==> src/rtl/sys_ctl_defs.svh <==
`ifndef SYS_CTL_DEFS_SVH
`define SYS_CTL_DEFS_SVH

// interrupt request lines
`define IRQ_LINES 16

// bus and selector widths
`define ADDR_W 32
`define SEL_W 16

// descriptor table layout
`define IDT_BASE 32'h4000
`define IDT_ENTRY_BYTES 8
`define IDT_HI_OFFSET 4

// return sequence pop steps, 0 is idle
`define RET_STEP_EFLAGS 1
`define RET_STEP_CS 2
`define RET_STEP_EIP 3

`endif

==> src/rtl/int_pkg.sv <==
`include "sys_ctl_defs.svh"

package int_pkg;

  // one bit per request line
  typedef logic [`IRQ_LINES-1:0] irq_vec_t;

  // line number
  typedef logic [$clog2(`IRQ_LINES)-1:0] irq_idx_t;

  // interrupt sequencer states
  typedef enum logic [2:0] {
    IDLE,
    READ_LO,
    WAIT_LO,
    READ_HI,
    WAIT_HI,
    REDIRECT,
    DECODE
  } int_state_t;

endpackage

==> src/rtl/ret_pkg.sv <==
package ret_pkg;

  // pop step of iretd / far / near return, 0 when idle
  typedef logic [1:0] ret_step_t;

endpackage

==> src/rtl/idt_fetch.sv <==
`timescale 1ns/10ps
`include "sys_ctl_defs.svh"

module idt_fetch import int_pkg::*; (
  input  logic               or_int_vec,
  input  logic               rst_n,
  input  irq_idx_t           svc_idx,
  input  logic               hi_sel,
  input  logic               capture_lo,
  input  logic [`ADDR_W-1:0] mem_dp_read_data,
  output logic [`ADDR_W-1:0] mem_address,
  output logic [`ADDR_W-1:0] int_fetch_address,
  output logic [`SEL_W-1:0]  int_cs
);

  logic [`ADDR_W-1:0] entry_addr;
  logic [`ADDR_W-1:0] swapped;
  logic [`ADDR_W-1:0] offset_q;
  logic [`ADDR_W-1:0] hi_word_q;

  assign entry_addr  = `IDT_BASE + `ADDR_W'(svc_idx) * `IDT_ENTRY_BYTES;
  assign mem_address = hi_sel ? entry_addr + `IDT_HI_OFFSET : entry_addr;

  // table is stored big endian
  assign swapped = {<<8{mem_dp_read_data}};

  // second word sampled while hi_sel, last sample is the valid beat
  always_ff @(posedge or_int_vec or negedge rst_n) begin
    if (!rst_n) begin
      offset_q  <= '0;
      hi_word_q <= '0;
    end else begin
      if (capture_lo) offset_q <= swapped;
      if (hi_sel) hi_word_q <= swapped;
    end
  end

  assign int_fetch_address = {{(`ADDR_W - `SEL_W){1'b0}}, offset_q[`SEL_W-1:0]};
  assign int_cs            = hi_word_q[`ADDR_W-1 -: `SEL_W];

endmodule

==> src/rtl/int_pending.sv <==
`timescale 1ns/10ps
`include "sys_ctl_defs.svh"

module int_pending import int_pkg::*; (
  input  logic     or_int_vec,
  input  logic     rst_n,
  input  irq_vec_t int_vec,
  input  logic     grant,
  input  logic     int_clear,
  output logic     pending_int,
  output irq_idx_t svc_idx
);

  irq_vec_t pend_q;
  irq_vec_t clr_mask;
  irq_idx_t first_idx;

  // lowest set bit wins
  always_comb begin
    first_idx = '0;
    for (int i = `IRQ_LINES - 1; i >= 0; i--) begin
      if (pend_q[i]) first_idx = irq_idx_t'(i);
    end
  end

  // only the serviced line is dropped
  assign clr_mask = irq_vec_t'(int_clear) << svc_idx;

  always_ff @(posedge or_int_vec or negedge rst_n) begin
    if (!rst_n) begin
      pend_q  <= '0;
      svc_idx <= '0;
    end else begin
      pend_q <= (pend_q & ~clr_mask) | int_vec;
      if (grant) svc_idx <= first_idx;
    end
  end

  assign pending_int = |pend_q;

endmodule

==> src/rtl/int_seq_fsm.sv <==
`timescale 1ns/10ps

module int_seq_fsm import int_pkg::*; (
  input  logic or_int_vec,
  input  logic rst_n,
  input  logic pending_int,
  input  logic hold_int,
  input  logic ret_busy,
  input  logic mem_ready,
  input  logic mem_dp_valid,
  output logic mem_valid,
  output logic mem_dp_ready,
  output logic hi_sel,
  output logic capture_lo,
  output logic grant,
  output logic int_clear,
  output logic int_redirect,
  output logic decode_start_int,
  input  logic decode_end_int
);

  int_state_t state_q;
  int_state_t state_d;
  logic       start_q;

  // blocked while software holds off or a return is in flight
  assign grant = (state_q == IDLE) && pending_int && !hold_int && !ret_busy;

  always_comb begin
    state_d = state_q;
    unique case (state_q)
      IDLE:     if (grant) state_d = READ_LO;
      READ_LO:  if (mem_ready) state_d = WAIT_LO;
      WAIT_LO:  if (mem_dp_valid) state_d = READ_HI;
      READ_HI:  if (mem_ready) state_d = WAIT_HI;
      WAIT_HI:  if (mem_dp_valid) state_d = REDIRECT;
      REDIRECT: state_d = DECODE;
      DECODE:   if (decode_end_int) state_d = IDLE;
      default:  state_d = IDLE;
    endcase
  end

  always_ff @(posedge or_int_vec or negedge rst_n) begin
    if (!rst_n) begin
      state_q <= IDLE;
      start_q <= 1'b0;
    end else begin
      state_q <= state_d;
      // first decode cycle only
      start_q <= (state_q == REDIRECT);
    end
  end

  assign mem_valid        = (state_q == READ_LO) || (state_q == READ_HI);
  assign mem_dp_ready     = (state_q == WAIT_LO) || (state_q == WAIT_HI);
  assign hi_sel           = (state_q == READ_HI) || (state_q == WAIT_HI);
  assign capture_lo       = (state_q == WAIT_LO) && mem_dp_valid;
  assign int_redirect     = (state_q == REDIRECT);
  assign int_clear        = int_redirect;
  assign decode_start_int = start_q;

  // read data only returns while a data phase is open
  a_dp_valid_in_wait: assert property (@(posedge or_int_vec) disable iff (!rst_n)
    mem_dp_valid |-> mem_dp_ready);

  // decode reports the end only of a started sequence
  a_end_in_decode: assert property (@(posedge or_int_vec) disable iff (!rst_n)
    decode_end_int |-> (state_q == DECODE));

endmodule

==> src/rtl/redirect_merge.sv <==
`timescale 1ns/10ps
`include "sys_ctl_defs.svh"

module redirect_merge (
  input  logic               or_int_vec,
  input  logic               rst_n,
  input  logic               int_redirect,
  input  logic [`ADDR_W-1:0] int_fetch_address,
  input  logic [`SEL_W-1:0]  int_cs,
  input  logic               iretd_halt,
  input  logic               ret_load_eflags,
  input  logic               ret_load_cs,
  input  logic               ret_load_eip,
  input  logic               ret_redirect,
  input  logic [`SEL_W-1:0]  ret_cs,
  input  logic [`ADDR_W-1:0] iretd_pop_data,
  input  logic               jump_load,
  input  logic [`ADDR_W-1:0] jump_load_address,
  input  logic               jump_load_cs,
  input  logic [`SEL_W-1:0]  jump_cs,
  output logic               flush_fetch,
  output logic               flush_decode_0,
  output logic               flush_decode_1,
  output logic               flush_register,
  output logic               flush_address,
  output logic               flush_execute,
  output logic               flush_writeback,
  output logic               fetch_load,
  output logic [`ADDR_W-1:0] fetch_load_address,
  output logic               reg_load_cs,
  output logic [`SEL_W-1:0]  reg_cs,
  output logic               reg_load_eflags,
  output logic [`ADDR_W-1:0] reg_eflags,
  output logic               reg_load_eip,
  output logic [`ADDR_W-1:0] reg_eip
);

  logic               jmp_q;
  logic               jmp_load_cs_q;
  logic [`ADDR_W-1:0] jmp_addr_q;
  logic [`SEL_W-1:0]  jmp_cs_q;
  logic               front_flush;

  //////////////////////////////////////////////////
  // jump register

  always_ff @(posedge or_int_vec or negedge rst_n) begin
    if (!rst_n) begin
      jmp_q         <= 1'b0;
      jmp_load_cs_q <= 1'b0;
    end else begin
      jmp_q         <= jump_load;
      jmp_load_cs_q <= jump_load && jump_load_cs;
    end
  end

  always_ff @(posedge or_int_vec) begin
    if (jump_load) begin
      jmp_addr_q <= jump_load_address;
      jmp_cs_q   <= jump_cs;
    end
  end

  //////////////////////////////////////////////////
  // flush and load merge

  // decode through address stages, shared by every redirect
  assign front_flush = int_redirect || ret_redirect || jmp_q;

  assign flush_fetch     = int_redirect || iretd_halt || jmp_q;
  assign flush_decode_0  = front_flush;
  assign flush_decode_1  = front_flush;
  assign flush_register  = front_flush;
  assign flush_address   = front_flush;
  assign flush_execute   = int_redirect || jmp_q;
  assign flush_writeback = int_redirect;

  assign fetch_load  = front_flush;
  assign reg_load_cs = int_redirect || ret_load_cs || jmp_load_cs_q;

  // interrupt over return over jump
  assign fetch_load_address = int_redirect ? int_fetch_address :
                              ret_redirect ? iretd_pop_data : jmp_addr_q;
  assign reg_cs             = int_redirect ? int_cs :
                              ret_load_cs  ? ret_cs : jmp_cs_q;

  // only the return path writes eflags and eip
  assign reg_load_eflags = ret_load_eflags;
  assign reg_eflags      = iretd_pop_data;
  assign reg_load_eip    = ret_load_eip;
  assign reg_eip         = iretd_pop_data;

  a_one_redirect: assert property (@(posedge or_int_vec) disable iff (!rst_n)
    $onehot0({int_redirect, ret_redirect, jmp_q}));

endmodule

==> src/rtl/ret_frame.sv <==
`timescale 1ns/10ps
`include "sys_ctl_defs.svh"

module ret_frame import ret_pkg::*; (
  input  ret_step_t          step,
  input  logic               iretd_pop_valid,
  input  logic [`ADDR_W-1:0] iretd_pop_data,
  output logic               ret_load_eflags,
  output logic               ret_load_cs,
  output logic               ret_load_eip,
  output logic [`SEL_W-1:0]  ret_cs,
  output logic               ret_redirect
);

  logic at_eflags;
  logic at_cs;
  logic at_eip;

  assign at_eflags = (step == ret_step_t'(`RET_STEP_EFLAGS));
  assign at_cs     = (step == ret_step_t'(`RET_STEP_CS));
  assign at_eip    = (step == ret_step_t'(`RET_STEP_EIP));

  // each pop commits in its own cycle
  assign ret_load_eflags = iretd_pop_valid && at_eflags;
  assign ret_load_cs     = iretd_pop_valid && at_cs;
  assign ret_load_eip    = iretd_pop_valid && at_eip;

  // selector sits in the low half of the popped word
  assign ret_cs = iretd_pop_data[`SEL_W-1:0];

  // eip pop ends the sequence and moves fetch
  assign ret_redirect = iretd_pop_valid && at_eip;

endmodule

==> src/rtl/ret_step_counter.sv <==
`timescale 1ns/10ps
`include "sys_ctl_defs.svh"

module ret_step_counter import ret_pkg::*; (
  input  logic      or_int_vec,
  input  logic      rst_n,
  input  logic      iretd,
  input  logic      ret_far,
  input  logic      ret_near,
  input  logic      iretd_pop_valid,
  output ret_step_t step,
  output logic      iretd_halt
);

  always_ff @(posedge or_int_vec or negedge rst_n) begin
    if (!rst_n) begin
      step <= '0;
    end else if (step == '0) begin
      // start step depends on how much of the frame is popped
      if (iretd) step <= ret_step_t'(`RET_STEP_EFLAGS);
      else if (ret_far) step <= ret_step_t'(`RET_STEP_CS);
      else if (ret_near) step <= ret_step_t'(`RET_STEP_EIP);
    end else if (iretd_pop_valid) begin
      if (step == ret_step_t'(`RET_STEP_EIP)) step <= '0;
      else step <= ret_step_t'(step + 2'd1);
    end
  end

  assign iretd_halt = (step != '0);

  a_one_start: assert property (@(posedge or_int_vec) disable iff (!rst_n)
    $onehot0({iretd, ret_far, ret_near}));

endmodule

==> src/rtl/sys_ctl_top.sv <==
`timescale 1ns/10ps
`include "sys_ctl_defs.svh"

module sys_ctl_top import int_pkg::*, ret_pkg::*; (
  input  logic               or_int_vec,
  input  logic               rst_n,
  input  irq_vec_t           int_vec,
  output logic               mem_valid,
  input  logic               mem_ready,
  output logic [`ADDR_W-1:0] mem_address,
  input  logic               mem_dp_valid,
  output logic               mem_dp_ready,
  input  logic [`ADDR_W-1:0] mem_dp_read_data,
  output logic               flush_fetch,
  output logic               flush_decode_0,
  output logic               flush_decode_1,
  output logic               flush_register,
  output logic               flush_address,
  output logic               flush_execute,
  output logic               flush_writeback,
  output logic               fetch_load,
  output logic [`ADDR_W-1:0] fetch_load_address,
  output logic               decode_start_int,
  input  logic               decode_end_int,
  output logic               reg_load_cs,
  output logic [`SEL_W-1:0]  reg_cs,
  input  logic               ret_near,
  input  logic               ret_far,
  input  logic               iretd,
  output logic               iretd_halt,
  input  logic               iretd_pop_valid,
  input  logic [`ADDR_W-1:0] iretd_pop_data,
  output logic               reg_load_eflags,
  output logic [`ADDR_W-1:0] reg_eflags,
  output logic               reg_load_eip,
  output logic [`ADDR_W-1:0] reg_eip,
  output logic               pending_int,
  input  logic               hold_int,
  input  logic               jump_load,
  input  logic [`ADDR_W-1:0] jump_load_address,
  input  logic               jump_load_cs,
  input  logic [`SEL_W-1:0]  jump_cs
);

  irq_idx_t           svc_idx;
  logic               grant;
  logic               int_clear;
  logic               hi_sel;
  logic               capture_lo;
  logic               int_redirect;
  logic [`ADDR_W-1:0] int_fetch_address;
  logic [`SEL_W-1:0]  int_cs;
  ret_step_t          step;
  logic               ret_load_eflags;
  logic               ret_load_cs;
  logic               ret_load_eip;
  logic               ret_redirect;
  logic [`SEL_W-1:0]  ret_cs;

  //////////////////////////////////////////////////
  // interrupt path

  int_pending u_pending (
    .or_int_vec  (or_int_vec),
    .rst_n       (rst_n),
    .int_vec     (int_vec),
    .grant       (grant),
    .int_clear   (int_clear),
    .pending_int (pending_int),
    .svc_idx     (svc_idx)
  );

  int_seq_fsm u_seq (
    .or_int_vec       (or_int_vec),
    .rst_n            (rst_n),
    .pending_int      (pending_int),
    .hold_int         (hold_int),
    .ret_busy         (iretd_halt),
    .mem_ready        (mem_ready),
    .mem_dp_valid     (mem_dp_valid),
    .mem_valid        (mem_valid),
    .mem_dp_ready     (mem_dp_ready),
    .hi_sel           (hi_sel),
    .capture_lo       (capture_lo),
    .grant            (grant),
    .int_clear        (int_clear),
    .int_redirect     (int_redirect),
    .decode_start_int (decode_start_int),
    .decode_end_int   (decode_end_int)
  );

  idt_fetch u_idt (
    .or_int_vec        (or_int_vec),
    .rst_n             (rst_n),
    .svc_idx           (svc_idx),
    .hi_sel            (hi_sel),
    .capture_lo        (capture_lo),
    .mem_dp_read_data  (mem_dp_read_data),
    .mem_address       (mem_address),
    .int_fetch_address (int_fetch_address),
    .int_cs            (int_cs)
  );

  //////////////////////////////////////////////////
  // return path

  ret_step_counter u_ret_cnt (
    .or_int_vec      (or_int_vec),
    .rst_n           (rst_n),
    .iretd           (iretd),
    .ret_far         (ret_far),
    .ret_near        (ret_near),
    .iretd_pop_valid (iretd_pop_valid),
    .step            (step),
    .iretd_halt      (iretd_halt)
  );

  ret_frame u_ret_frame (
    .step            (step),
    .iretd_pop_valid (iretd_pop_valid),
    .iretd_pop_data  (iretd_pop_data),
    .ret_load_eflags (ret_load_eflags),
    .ret_load_cs     (ret_load_cs),
    .ret_load_eip    (ret_load_eip),
    .ret_cs          (ret_cs),
    .ret_redirect    (ret_redirect)
  );

  //////////////////////////////////////////////////
  // jump register and merge

  redirect_merge u_merge (
    .or_int_vec         (or_int_vec),
    .rst_n              (rst_n),
    .int_redirect       (int_redirect),
    .int_fetch_address  (int_fetch_address),
    .int_cs             (int_cs),
    .iretd_halt         (iretd_halt),
    .ret_load_eflags    (ret_load_eflags),
    .ret_load_cs        (ret_load_cs),
    .ret_load_eip       (ret_load_eip),
    .ret_redirect       (ret_redirect),
    .ret_cs             (ret_cs),
    .iretd_pop_data     (iretd_pop_data),
    .jump_load          (jump_load),
    .jump_load_address  (jump_load_address),
    .jump_load_cs       (jump_load_cs),
    .jump_cs            (jump_cs),
    .flush_fetch        (flush_fetch),
    .flush_decode_0     (flush_decode_0),
    .flush_decode_1     (flush_decode_1),
    .flush_register     (flush_register),
    .flush_address      (flush_address),
    .flush_execute      (flush_execute),
    .flush_writeback    (flush_writeback),
    .fetch_load         (fetch_load),
    .fetch_load_address (fetch_load_address),
    .reg_load_cs        (reg_load_cs),
    .reg_cs             (reg_cs),
    .reg_load_eflags    (reg_load_eflags),
    .reg_eflags         (reg_eflags),
    .reg_load_eip       (reg_load_eip),
    .reg_eip            (reg_eip)
  );

endmodule

==> config.mk <==
export PLATFORM = sky130hd
export DESIGN_NAME = sys_ctl_top
export DESIGN_NICKNAME = d
export VERILOG_FILES = /design/src/rtl/int_pkg.sv /design/src/rtl/ret_pkg.sv /design/src/rtl/idt_fetch.sv /design/src/rtl/int_pending.sv /design/src/rtl/int_seq_fsm.sv /design/src/rtl/redirect_merge.sv /design/src/rtl/ret_frame.sv /design/src/rtl/ret_step_counter.sv /design/src/rtl/sys_ctl_top.sv
export VERILOG_INCLUDE_DIRS = /design/src /design/src/rtl
export SDC_FILE = /design/constraint.sdc
export NUM_CORES = 1
export LEC_CHECK = 0
export BUFFER_PORTS_ARGS = -buffer_cell sky130_fd_sc_hd__clkbuf_2
export CELL_PAD_IN_SITES_DETAIL_PLACEMENT = 0
export CELL_PAD_IN_SITES_GLOBAL_PLACEMENT = 1
export CORE_MARGIN = 8
export CORE_UTILIZATION = 30
export DETAILED_ROUTE_END_ITERATION = 16
export PLACE_DENSITY = 0.85
export SLEW_MARGIN = 20
export SYNTH_ARGS = -nofsm -noshare
export SYNTH_HDL_FRONTEND = slang
export SYNTH_SLANG_ARGS = --single-unit
==> constraint.sdc <==
create_clock -name or_int_vec -period 3.14 [get_ports or_int_vec]
set_input_delay 0.628 -clock or_int_vec [delete_from_list [all_inputs] [get_ports or_int_vec]]
set_output_delay 0.628 -clock or_int_vec [all_outputs]
set_load 0.005 [all_outputs]
* Yosys cells after proc, flatten, opt, wreduce, memory -nomap -nowiden
Index checks and enable logic that the tools add are counted.
Cells by class: equal/unequal tests 16, bitwise operators 3, muxes and demuxes 34, reductions and logical operators 27, add/subtract/negate cells 3, shift-type cells 1
Operator list (count):
- 2-to-1 mux 32 bit | 3
- 2-to-1 mux 4 bit | 16
- adder 32 x 3 -> 32 bit, second input constant | 1
- 2-to-1 mux 16 bit | 2
- one-hot mux 3 bit (7 select lines) | 1
- 2-to-1 mux 3 bit | 6
- adder 15 x 7 -> 16 bit, first input constant | 1
- bitwise AND 16 bit | 1
- NOT 16 bit | 1
- bitwise OR 16 bit | 1
- OR reduction 16 bit | 1
- left shift 1 x 4 -> 16 bit | 1
- 2-to-1 mux 2 bit | 6
- != test 2 bit, second input constant | 6
- logical OR 1 bit | 10
- equality test 3 bit, second input constant | 3
- logical AND 1 bit | 8
- equality test 3 x 2 -> 1 bit, second input constant | 2
- AND reduction 6 bit | 1
- equality test 2 bit, second input constant | 2
- != test 4 bit, second input constant | 1
- nonzero test 2 bit | 2
- equality test 3 x 1 -> 1 bit, second input constant | 1
- zero test 3 bit | 1
- other kinds (5) | 6
Storage, ports and cells: bits in registers 124, logic and storage cells 95

* Depth between registers and ports, before layout
Gate-level depths: netlist of run 1.
depth in word-level cells 16, mapped depth 9, depth with buffers taken out 7

* Modules after synthesis
From an unflattened synthesis of run 1, not the netlist that was laid out.
Unflattened totals: cell total of the unflattened synthesis 580, area, all modules 6394.9 µm²
Modules (own cells, without submodules):
- redirect_merge | cells an instance 287, area an instance 3098.0 µm², instances 1, sequential area each 1491.4 µm²
- idt_fetch | cells an instance 118, area an instance 1666.6 µm², instances 1, sequential area each 800.8 µm²
- int_pending | cells an instance 105, area an instance 1012.2 µm², instances 1, sequential area each 500.5 µm²
- int_seq_fsm | cells an instance 33, area an instance 297.8 µm², instances 1, sequential area each 100.1 µm²
- ret_step_counter | cells an instance 17, area an instance 167.7 µm², instances 1, sequential area each 50.0 µm²
- ret_frame | cells an instance 20, area an instance 152.6 µm², instances 1, sequential area each 0.0 µm²

* Least setup slack after synthesis of run 1
Ideal clock, no wire load.
kind reg-to-output, from register u_seq.state_q[0], to output port flush_address, stages on the path, launching flop included 10, arrival 1497 ps, setup slack 1015 ps, path buffers 4, cell sequence dfrtp_1 -> buf_6 -> nand2_1 -> or2_1 -> buf_6 -> clkinv_1 -> buf_2 -> nor2_1 -> nand2_1 -> buf_4
Between the ends: longest elaborated chain between the ends 3
Ends and longest elaborated chain:
- start, declared | RTL line int_seq_fsm.sv:22 | int_state_t state_q;
- start signal, assigned | RTL line int_seq_fsm.sv:48 | state_q <= state_d;
- equality test 3 bit | RTL line int_seq_fsm.sv:58 | assign int_redirect = (state_q == REDIRECT);
- logical OR 1 bit (2 in a row) | RTL line redirect_merge.sv:68 | assign front_flush = int_redirect || ret_redirect || jmp_q;
- end, declared | RTL line sys_ctl_top.sv:18 | output logic flush_address,
Every way passes these cells.

* Final worst setup path of run 1
from register u_seq.state_q[2], to output port fetch_load
Between the ends: longest elaborated chain between the ends 3
Ends and longest elaborated chain:
- equality test 3 bit | RTL line int_seq_fsm.sv:58
- logical OR 1 bit (2 in a row) | RTL line redirect_merge.sv:68
- end, declared | RTL line sys_ctl_top.sv:21 | output logic fetch_load,
Every way passes these cells.

==> results by group, run 1 <==
Yosys
  • Post-Synthesis Cells: 552
  • Area contributors post-synth: dfrtp_1 26%, edfxtp_1 25%, buf_4 13%, nand2_1 6.2%, mux2_2 6.0%
  • Async SR Flop Fraction: 55.6%
  • Post-Synth Simple-Gate Area: 14.2%
  • Synth unique cells: 48
  • Cell Area, Synth: 5770 µm²
  • Synth Area in Adders: 0.867%
  • Syn avg cell area: 10.5 µm²
  • Compound-Gate Fraction of Synth Area: 9.43%
  • Number of synthesized flops with an enable pin: 48
  • Xor and xnor fraction of the mapped netlist area: 0.152%
  • Post-synth top area cell: dfrtp_1
  • Top-area cell type share of the netlist area: 26.0%
  • Yosys warning total: 0
  • Post-synthesis mux area share: 9.02%
  • Ys flop type: dfrtp_1
  • Yosys reg bits: 108
  • Largest family of logic cells by synthesized area: buffers and inverters
  • Post-synthesis sequential area ratio: 51.0%

Job
  • MaxCap Viol Count: 0

Timing
  • Final setup violating endpoints: 0
  • Slew @ Worst Pin: 0.849 ns
  • RSZ-0062 raised after global routing: no
  • Slew headroom: 43.4%
  • Max-slew violation count: 0
  • Fmax: 0.364 GHz
  • Max Clock Skew: 0.00985 ns
  • Period utilization: 87.4%
  • Final min period: 2.75 ns
  • Post-route setup slack: 0.395 ns
  • Final hold vios: 0
  • Post-Route Setup TNS: 0 ns
  • Hold Slack: 0.446 ns

Worst hold path
  • Worst min path class: primary input to flop
  • Hold path cells: 1

Setup path
  • WP data required: 2.51 ns
  • WP data arrival: 2.12 ns
  • Crit Path Class: flop to primary output
  • Max incr delay on CP: 0.63 ns
  • CP max-delay cell: dfrtp_1
  • Worst setup SP type: flop
  • CP endpoint kind: primary output
  • CP most frequent cell: nand2_1
  • Crit-path max FO: 32
  • Sequence of cells on the critical path: nand2_1 > or2_1 > inv_2 > buf_4 > nor2_1 > nand2_1 > clkbuf_2
  • Worst r2r path cells: 6

CTS
  • Clock Pin Slew Worst Setup and Hold Paths: 0.08 ns
  • Post-CTS setup buffer count: 0
  • Clk buf depth: 2
  • Post-cts resize count: 0
  • Root buf cell: clkbuf_16
  • # clock sinks: 108
  • Total CTS buffers: 9
  • H-tree levels: 3
  • Hold_buf cts: 0
  • Clk_lat worst skew: 0.35 ns
  • TritonCTS clock tree: done

Placed design
  • Pre-CTS WS: 0.697 ns
  • Detailed placement HPWL: 14.7 mm
  • # port buffers: 272
  • Placed cell count: 977
  • RePlAce Congestion: 0.855

Routing
  • Routed vias: 4,517
  • 1st-iter DRT viols: 266
  • DR pass1 iterations: 4
  • Final wirelength: 18.4 mm
  • ANT nets after route: 0
  • Drc violations: 0
  • Wirelength per Cell: 18.5 µm
  • Drt via density: 4.55

GRT
  • Via count of the first global-routing pass: 4,662
  • Initial antenna violation count: 1
  • First-pass GRT wire length: 27.4 mm
  • GRT Residual Overflow: 0
  • Largest net degree at the start of global routing: 61
  • Global router's overall resource usage: 15.0%

Power and ir drop
  • Clock network fraction of total power: 23.1%
  • Flop pwr share: 41.7%
  • P_leak: 0.00341 µW
  • Combinational share of power: 35.2%
  • Internal cell power: 3280 µW
  • Net Sw Frac: 33.9%
  • Pwr/cell area: 699 nW/µm²
  • Sw power: 1680 µW
  • Peak supply drop: 277 µV

Floorplan
  • Die height: 155 µm
  • Core Area: 18,800 µm²
  • Initial Util: 30.8%
  • # rows: 50
  • Die outline width: 155 µm
  • I/O pins: 300
  • Die area: 23,900 µm²

Cells and area
  • Post-route insts no fill: 993
  • Fraction of layout cells with a size suffix above 1: 45.6%
  • Final #Nets: 898
  • Antenna diodes: 0
  • Util after Layout: 37.9%
  • Area growth, synth to finish: 23.1%

Run status
  • Outcome: complete, no violations
## power by group through the flow
stage | clock network [µW] | registers, µW | logic [µW]
final | 1150 | 2070 | 1750
after floorplan | 0 | 1970 | 1190
after global placement | 0 | 2090 | 1770
after global routing | 1240 | 2120 | 1950
after detailed placement | 0 | 2110 | 1800
after CTS | 1200 | 2080 | 1800
## flip-flops by register name, indices dropped and copies added (netlist names)
signal	flops
u_seq.decode_start_int	1
u_merge.jmp_load_cs_q	1
u_idt.hi_word_q	16
u_pending.svc_idx	4
u_idt.offset_q	16
u_merge.jmp_addr_q	32
u_seq.state_q	3
u_ret_cnt.step	2
u_merge.jmp_cs_q	16
u_pending.pend_q	16
u_merge.jmp_q	1
## path summary, 6_finish.rpt
kind,startpoint,to,slack (ns)
worst max-delay path,u_seq.state_q[2],fetch_load,0.39
worst min-delay path,jump_load_address[20],u_merge.jmp_addr_q[20],0.45
worst max register to register,u_seq.state_q[2],u_pending.pend_q[11],1.12
worst min register to register,u_idt.hi_word_q[22],u_idt.hi_word_q[22],0.49
max in group asynchronous,rst_n,u_ret_cnt.step[0],2.12
min in group asynchronous,rst_n,u_idt.offset_q[11],0.46
## Yosys cell counts (all sizes together), types with 2 or more instances
master	instances
a211oi	2
a21o	5
a21oi	24
a31oi	17
and2	3
buf	112
clkbuf	8
conb	2
dfrtp	60
edfxtp	48
ha	4
inv	9
mux2	32
mux2i	16
nand2	95
nand2b	21
nand3	3
nand3b	3
nor2	28
nor2b	3
nor3	3
nor4	4
o21ai	31
o31ai	4
## critical path: cells and delay by family, from the launching register on
kind,cells,cell delay (ns)
and+or+nand+nor,4,0.59
buffers and inverters,3,0.53
DFF,1,0.63
## placed cells by master, fill, tap and decap left out, types with 13 or more instances in the layout
cell type | synthesis | final
a31oi_1 | 17 | 17
dfrtp_1 | 60 | 60
a21oi_1 | 24 | 24
o21ai_0 | 30 | 30
nor2_1 | 27 | 27
buf_4 | 98 | 13
nand2b_1 | 21 | 21
nand2_1 | 95 | 95
mux2_2 | 31 | 31
conb_1 | 2 | 27
edfxtp_1 | 48 | 48
clkbuf_2 | 0 | 271
mux2i_1 | 16 | 16
## layer usage
metal | up-vias | track usage (%) | wire length [µm]
met5 | - | 0 | 13
met1 | 2132 | 17.2 | 7490
met2 | 181 | 25.9 | 9120
met3 | 28 | 4.15 | 1370
met4 | 2 | 6.07 | 404
li1 | 2174 | - | -
## stage by stage
| step | total power, µW | cell area, µm² |
|---|---|---|
| detailed placement | 3900 | 6810 |
| global placement | 3870 | 6810 |
| global route | 5310 | 7110 |
| finish | 4970 | 7110 |
| floorplan | 3160 | 5870 |
| CTS | 5070 | 7110 |
## final cells by class
class,instances,area (µm²)
clock buffers,13,272
clock inverters,3,26.3
fillers,1888,11700
inverters,10,37.5
multi-input cells,339,2060
flip-flops and latches,108,2940
well taps,234,293
repair buffers,286,1480
## logic make-up after synthesis
family                     after synthesis
AOI/OAI and AO/OA                       89
xor gates and xnor gates                 1
adders and majority gates                4
buffers and inverters                  130
DFF                                    108
muxes                                   48
other                                    2
and+or+nand+nor                        170
Note: power is estimated with default switching activity, not from simulation.
==> run 2, diff against run 1 <==
--- a/config.mk
+++ b/config.mk
@@ -12,8 +12,9 @@
 export CORE_MARGIN = 8
 export CORE_UTILIZATION = 30
 export DETAILED_ROUTE_END_ITERATION = 16
-export PLACE_DENSITY = 0.85
+export PLACE_DENSITY = 0.82
 export SLEW_MARGIN = 20
 export SYNTH_ARGS = -nofsm -noshare
 export SYNTH_HDL_FRONTEND = slang
+export SYNTH_HIERARCHICAL = 1
 export SYNTH_SLANG_ARGS = --single-unit
==> results by group, run 2 <==
Floorplan
  • I/O pins: 300 (unchanged)
  • # rows: 53 (+6.0%)
  • Die area: 26,200 µm² (+9.6%)
  • Die height: 162 µm (+4.7%)
  • Die outline width: 162 µm (+4.7%)
  • Core Area: 21,000 µm² (+12%)
  • Initial Util: 30.5% (-0.24 points)

Placed design
  • Detailed placement HPWL: 13.9 mm (-5.1%)
  • RePlAce Congestion: 0.787 (-7.9%)
  • Placed cell count: 1,015 (+3.9%)
  • # port buffers: 272 (unchanged)

Cells and area
  • Largest register FFs: 32 (unchanged)
  • Commonest non-fill, non-tap cell in the layout: clkbuf_2
  • Post-route insts no fill: 1,031 (+3.8%)
  • Fraction of layout cells with a size suffix above 1: 45.6% (+0.049 points)
  • Fillcell total: 2,162 (+15%)
  • Area growth, synth to finish: 15.9%
  • Antenna diodes: 0 (unchanged)
  • Most frequent cells in the layout: 271 x clkbuf_2, 60 x dfrtp_1, 58 x nand2_1
  • Final #Nets: 894 (-0.45%)
  • Reg with most FFs: u_merge/jmp_addr_q

GRT
  • Initial antenna violation count: 0 (-1)
  • Largest net degree at the start of global routing: 58 (-4.9%)
  • Via count of the first global-routing pass: 4,566 (-2.1%)
  • Global router's overall resource usage: 13.1% (-1.8 points)
  • GRT Residual Overflow: 0 (unchanged)
  • First-pass GRT wire length: 26.6 mm (-2.7%)

Setup path
  • Reg-to-Reg Start: u_seq/state_q[2]
  • Worst setup SP type: flop
  • Crit. Startpoint: u_seq/state_q[2]
  • CP max-delay cell: dfrtp_1
  • Max incr delay on CP: 0.66 ns (+0.03 ns)
  • WP data required: 2.51 ns (about the same)
  • WP data arrival: 2.03 ns (-0.09 ns)
  • CP endpoint kind: primary output
  • Crit Path Class: flop to primary output
  • CP most frequent cell: nand2_1
  • Crit-path max FO: 57 (+78%)
  • Sequence of cells on the critical path: nand2_1 > nor2_4 > buf_12 > nand2_1 > o21ai_1 > clkbuf_2

Timing
  • Max Clock Skew: 0.0110 ns (+0.00119 ns)
  • Slew headroom: 45.0% (+1.6 points)
  • Slew @ Worst Pin: 0.825 ns (-0.0239 ns)
  • Period utilization: 84.5% (-2.9 points)
  • Final min period: 2.65 ns (-0.0909 ns)
  • Final setup violating endpoints: 0 (unchanged)
  • Max-slew violation count: 0 (unchanged)
  • Final hold vios: 0 (unchanged)
  • Fmax: 0.377 GHz (+3.4%)
  • Post-Route Setup TNS: 0 ns (unchanged)
  • RSZ-0062 raised after global routing: no

Yosys
  • Syn avg cell area: 11.0 µm² (+5.4%)
  • Yosys reg bits: 108 (unchanged)
  • Commonest cells post-synth: 140 x buf_4, 60 x dfrtp_1, 58 x nand2_1
  • Area contributors post-synth: dfrtp_1 23%, edfxtp_1 23%, buf_4 16%, mux2i_1 8.0%, mux2_4 4.7%
  • Post-synthesis sequential area ratio: 46.0% (-5.0 points)
  • Top-area cell type share of the netlist area: 23.5% (-2.5 points)
  • Yosys warning total: 6 (+6)
  • Synth unique cells: 52 (+8.3%)
  • Post-Synthesis Cells: 580 (+5.1%)
  • Number of synthesized flops with an enable pin: 48 (unchanged)
  • Ys flop type: dfrtp_1
  • Cell Area, Synth: 6390 µm² (+11%)
  • Cell with the most instances after synthesis: buf_4
  • Async SR Flop Fraction: 55.6% (unchanged)
  • Post-synth top area cell: dfrtp_1

Power and ir drop
  • Flop pwr share: 39.6% (-2.1 points)
  • Peak supply drop: 422 µV (+52%)
  • P_leak: 0.00338 µW (-0.99%)
  • Clock network fraction of total power: 21.7% (-1.4 points)
  • Internal cell power: 3440 µW (+4.8%)
  • Combinational share of power: 38.7% (+3.5 points)
  • Pwr/cell area: 711 nW/µm² (+1.8%)
  • Net Sw Frac: 34.7% (+0.84 points)
  • Sw power: 1830 µW (+8.8%)

Run status
  • Outcome: complete, no violations

CTS
  • # clock sinks: 108 (unchanged)
  • Clk buf depth: 2 (unchanged)
  • Hold_buf cts: 0 (unchanged)
  • Clk_lat worst skew: 0.36 ns (about the same)
  • Post-cts resize count: 0 (unchanged)
  • Total CTS buffers: 9 (unchanged)
  • TritonCTS clock tree: done
  • H-tree levels: 3 (unchanged)
  • Clock Pin Slew Worst Setup and Hold Paths: 0.09 ns (about the same)
  • Post-CTS setup buffer count: 0 (unchanged)
  • Root buf cell: clkbuf_16

Routing
  • Routed vias: 4,432 (-1.9%)
  • Drt via density: 4.30 (-5.5%)
  • Drc violations: 0 (unchanged)
  • ANT nets after route: 0 (unchanged)
  • DR pass1 iterations: 4 (unchanged)
  • Final wirelength: 17.7 mm (-3.6%)
  • Wirelength per Cell: 17.2 µm (-7.1%)
  • 1st-iter DRT viols: 266 (unchanged)

Worst hold path
  • Worst min path class: primary input to asynchronous set/reset pin

Job
  • MaxCap Viol Count: 0 (unchanged)
[run 2: changes by cell type in the layout (fill, tap and decap cells not counted), moves of 7 or more]
cell,delta
a31oi_1,-16
o21ai_0,-9
nand2_1,-37
mux2_4,+20
a21oi_1,-21
nand2b_1,-7
mux2_2,-19
conb_1,+16
o21ai_1,+48
nor2_1,-15
mux2i_1,+35
[run 2: routing by layer]
| layer | up-vias | track usage [%] | wire [µm] |
|---|---|---|---|
| met2 | 174 | 23.1 | 8880 |
| met3 | 11 | 3.59 | 1360 |
| li1 | 2159 | - | - |
| met1 | 2088 | 15.4 | 7320 |
| met4 | 0 | 3.62 | 185 |
| met5 | - | 0 | 0 |
[run 2: per-stage QoR]
stage | setup WS (ns) | cell area (µm²) | power (µW) | util, % | hold slack, ns
3_5_place_dp | 0.742 | 7120 | 4200 | 34.0 | 0.494
2_1_floorplan | 0.810 | 6550 | 3650 | - | 0.332
3_3_place_gp | 0.787 | 7120 | 4160 | 34.0 | 0.492
4_1_cts | 0.482 | 7410 | 5370 | 35.4 | 0.316
6_report | 0.485 | 7410 | 5270 | 35.4 | 0.307
5_1_grt | 0.307 | 7410 | 5640 | 35.4 | 0.345
[run 2: final cells by class]
| cell class | count | area, µm² | area share, % |
|---|---|---|---|
| Sequential cell | 108 | 2940 | 39.7 |
| Multi-Input combinational cell | 338 | 2290 | 30.9 |
| Timing Repair Buffer | 283 | 1490 | 20.1 |
| Tap cell | 275 | 344 | 4.64 |
| Clock buffer | 9 | 225 | 3.04 |
| Clock inverter | 7 | 73.8 | 0.996 |
| Inverter | 11 | 41.3 | 0.557 |
[run 2: path summary, 6_finish.rpt]
kind                       slack [ns]  cells past startpoint                endpoint
hold reg to reg                  0.51                      1     u_idt/hi_word_q[30]
min in group or_int_vec          0.44                      1   u_merge/jmp_addr_q[8]
hold / removal                   0.31                      1     u_idt/hi_word_q[21]
setup reg to reg                 1.13                      6     u_pending/pend_q[2]
setup / recovery                 0.49                      6  fetch_load_address[12]
max in group asynchronous        2.18                      2     u_idt/hi_word_q[31]
[run 2: kinds of logic (layout without fill, tap and decap cells)]
kind of cell | after synthesis | in the layout | synth area share (%)
buffers and inverters | 175 | 310 | 20.8
AND/OR/NAND/NOR | 118 | 118 | 9.65
flip-flops | 108 | 108 | 46.0
AO/OA/AOI/OAI | 90 | 90 | 7.92
multiplexers | 83 | 83 | 14.8
adder cells (fa/ha/maj) | 3 | 3 | 0.587
other | 2 | 43 | 0.117
XOR/XNOR | 1 | 1 | 0.137
[run 2: power by group through the flow]
stage                     Combinational (µW)  Clock (µW)  Sequential, µW
after detailed placement                2080           0            2120
after floorplan                         1670           0            1980
after global placement                  2050           0            2110
final                                   2040        1140            2090
after CTS                               2090        1190            2090
after global routing                    2260        1240            2140
[run 2: critical path: cells and delay by family (launching register included)]
family | cells | cell delay [ns]
AO/OA/AOI/OAI | 1 | 0.12
flip-flops | 1 | 0.66
AND/OR/NAND/NOR | 3 | 0.44
buffers and inverters | 2 | 0.40
==> run 3, diff against run 2 <==
--- a/config.mk
+++ b/config.mk
@@ -12,7 +12,7 @@
 export CORE_MARGIN = 8
 export CORE_UTILIZATION = 30
 export DETAILED_ROUTE_END_ITERATION = 16
-export PLACE_DENSITY = 0.82
+export PLACE_DENSITY = 0.85
 export SLEW_MARGIN = 20
 export SYNTH_ARGS = -nofsm -noshare
 export SYNTH_HDL_FRONTEND = slang
==> constraint.sdc (replaced) <==
create_clock -name or_int_vec -period 2.1 [get_ports or_int_vec]
set_input_delay 0.42 -clock or_int_vec [delete_from_list [all_inputs] [get_ports or_int_vec]]
set_output_delay 0.42 -clock or_int_vec [all_outputs]
set_load 0.005 [all_outputs]
==> results by group, run 3 (synthesis gave the netlist of run 2 again) <==
Run status
  • Outcome: finished, violations left
  • Failing checks: setup timing

CTS
  • Root buf cell: clkbuf_16
  • Clk_lat worst skew: 0.36 ns (about the same)
  • Clk buf depth: 2 (unchanged)
  • Clock Pin Slew Worst Setup and Hold Paths: 0.09 ns (about the same)
  • H-tree levels: 3 (unchanged)
  • Total CTS buffers: 9 (unchanged)
  • TritonCTS clock tree: done
  • # clock sinks: 108 (unchanged)

Cells and area
  • Largest register FFs: 32 (unchanged)
  • Most frequent cells in the layout: 261 x clkbuf_2, 58 x dfrtp_1, 53 x nand2_1
  • Final #Nets: 910 (+1.8%)
  • Post-route insts no fill: 1,047 (+1.6%)
  • Commonest non-fill, non-tap cell in the layout: clkbuf_2
  • Fin area: 7770 µm² (+4.8%)
  • Area growth, synth to finish: 21.5%
  • Util after Layout: 37.1% (+1.7 points)
  • Fillcell total: 2,109 (-2.5%)
  • Reg with most FFs: u_merge/jmp_addr_q
  • Antenna diodes: 0 (unchanged)
  • Multi-input gate area: 2380 µm² (+3.7%)
  • Fraction of layout cells with a size suffix above 1: 49.2% (+3.6 points)
  • Storage cell area: 2950 µm² (about the same)

GRT
  • Initial antenna violation count: 1 (+1)
  • GRT Residual Overflow: 0 (unchanged)
  • First-pass GRT wire length: 26.7 mm (+0.26%)
  • Via count of the first global-routing pass: 4,580 (+0.31%)
  • Global router's overall resource usage: 13.2% (+0.030 points)
  • Largest net degree at the start of global routing: 51 (-12%)

Placed design
  • RePlAce Congestion: 0.813 (+3.4%)
  • Detailed placement HPWL: 13.9 mm (-0.32%)
  • # port buffers: 272 (unchanged)
  • Placed Area: 7200 µm² (+1.1%)
  • Placed cell count: 1,019 (+0.39%)
  • Pre-CTS WS: 0.115 ns (-0.627 ns)

Timing
  • Post-route setup slack: -0.0590 ns (-0.544 ns)
  • Fmax: 0.463 GHz
  • Slew @ Worst Pin: 0.730 ns (-0.0942 ns)
  • Max-slew violation count: 0 (unchanged)
  • Final min period: 2.16 ns
  • RSZ-0062 raised after global routing: yes
  • Max Clock Skew: 0.0141 ns (+0.00310 ns)
  • Period utilization: 103%
  • Final setup violating endpoints: 13 (+13)
  • Final hold vios: 0 (unchanged)
  • Slew headroom: 51.3% (+6.3 points)

Routing
  • Final wirelength: 18.2 mm (+2.8%)
  • Wirelength per Cell: 17.4 µm (+1.2%)
  • 1st-iter DRT viols: 241 (-9.4%)
  • Drc violations: 0 (unchanged)
  • Routed vias: 4,534 (+2.3%)
  • DR pass1 iterations: 4 (unchanged)
  • Drt via density: 4.33 (+0.74%)
  • ANT nets after route: 0 (unchanged)

Setup path
  • CP endpoint kind: primary output
  • Reg-to-Reg Start: u_seq/state_q[1]
  • Worst Path Buf+Inv: 2 (unchanged)
  • CP max-delay cell: dfrtp_1
  • Crit. Startpoint: u_ret_cnt/step[0]
  • WP data arrival: 1.74 ns (-0.29 ns)
  • Max incr delay on CP: 0.41 ns (-0.25 ns)
  • Critical path's top delay family: flip-flops
  • WP data required: 1.68 ns (-0.83 ns)
  • Sequence of cells on the critical path: and3b_2 > buf_12 > mux2i_1 > o21ai_1 > clkbuf_2
  • Worst setup SP type: flop
  • Crit-path max FO: 4 (-93%)
  • Crit Path Class: flop to primary output

Worst hold path
  • Worst min path class: primary input to asynchronous set/reset pin

Floorplan
  • Initial Util: 30.5% (unchanged)
  • Core Area: 21,000 µm² (unchanged)
  • Die height: 162 µm (unchanged)
  • # rows: 53 (unchanged)
  • Die outline width: 162 µm (unchanged)
  • Die area: 26,200 µm² (unchanged)
  • I/O pins: 300 (unchanged)

Power and ir drop
  • Flop pwr share: 36.4% (-3.2 points)
  • Peak supply drop: 465 µV (+10%)
  • Clock network fraction of total power: 20.7% (-1.0 points)
  • Pwr/cell area: 1080 nW/µm² (+51%)
  • Sw power: 2900 µW (+59%)
  • Power, Total: 8370 µW (+59%)
  • Net Sw Frac: 34.7% (about the same)
  • Internal cell power: 5460 µW (+59%)
  • P_leak: 0.00352 µW (+4.3%)
  • Combinational share of power: 42.8% (+4.1 points)

Job
  • MaxCap Viol Count: 0 (unchanged)
## run 3: routing by layer
layer	GRT usage (%)	vias to the layer above	share of wire [%]
li1	-	2185	-
met1	15.1	2139	40
met2	23.5	195	50
met3	4.25	13	8.4
met4	2.82	2	0.97
met5	0	-	0.071
## run 3: through the flow
step	TNS (ns)	hold WS [ns]
3_5_place_dp	0	0.497
3_3_place_gp	0	0.489
5_1_grt	-3.19	0.147
4_1_cts	-1.09	0.123
6_report	-0.363	0.113
2_1_floorplan	0	0.124
## run 3: timing repair
action | CTS | global route
gates cloned | 1 | 2
resized for setup | 7 | 30
setup endpoints to repair | 51 | 57
pin swaps | 3 | 7
hold buffers | 0 | 0
buffers inserted | 2 | 7
## run 3: worst paths after layout
kind                                          end  slack, ns  depth (start not counted)
min in group or_int_vec    u_merge/jmp_addr_q[13]       0.23                          1
min                             u_idt/offset_q[6]       0.11                          1
min reg2reg                   u_idt/hi_word_q[30]       0.51                          1
max reg2reg                   u_pending/pend_q[2]       0.30                          6
max                                     reg_cs[0]      -0.06                          5
max in group asynchronous     u_pending/pend_q[0]       1.32                          2
## run 3: area by class of cell
cell class / count / share of cell area (%)
Clock inverter: 7 / 1.01
Tap cell: 275 / 4.43
Multi-Input combinational cell: 338 / 30.6
Inverter: 11 / 0.532
Timing Repair Buffer: 299 / 22.6
Sequential cell: 108 / 37.9
Clock buffer: 9 / 2.90
## run 3: power by group through the flow
stage               registers [µW]  clock network (µW)  logic (µW)
global route                  3110                1890        3910
floorplan                     2960                   0        2500
finish                        3050                1740        3590
CTS                           3040                1820        3460
global placement              3050                   0        3290
detailed placement            3070                   0        3340
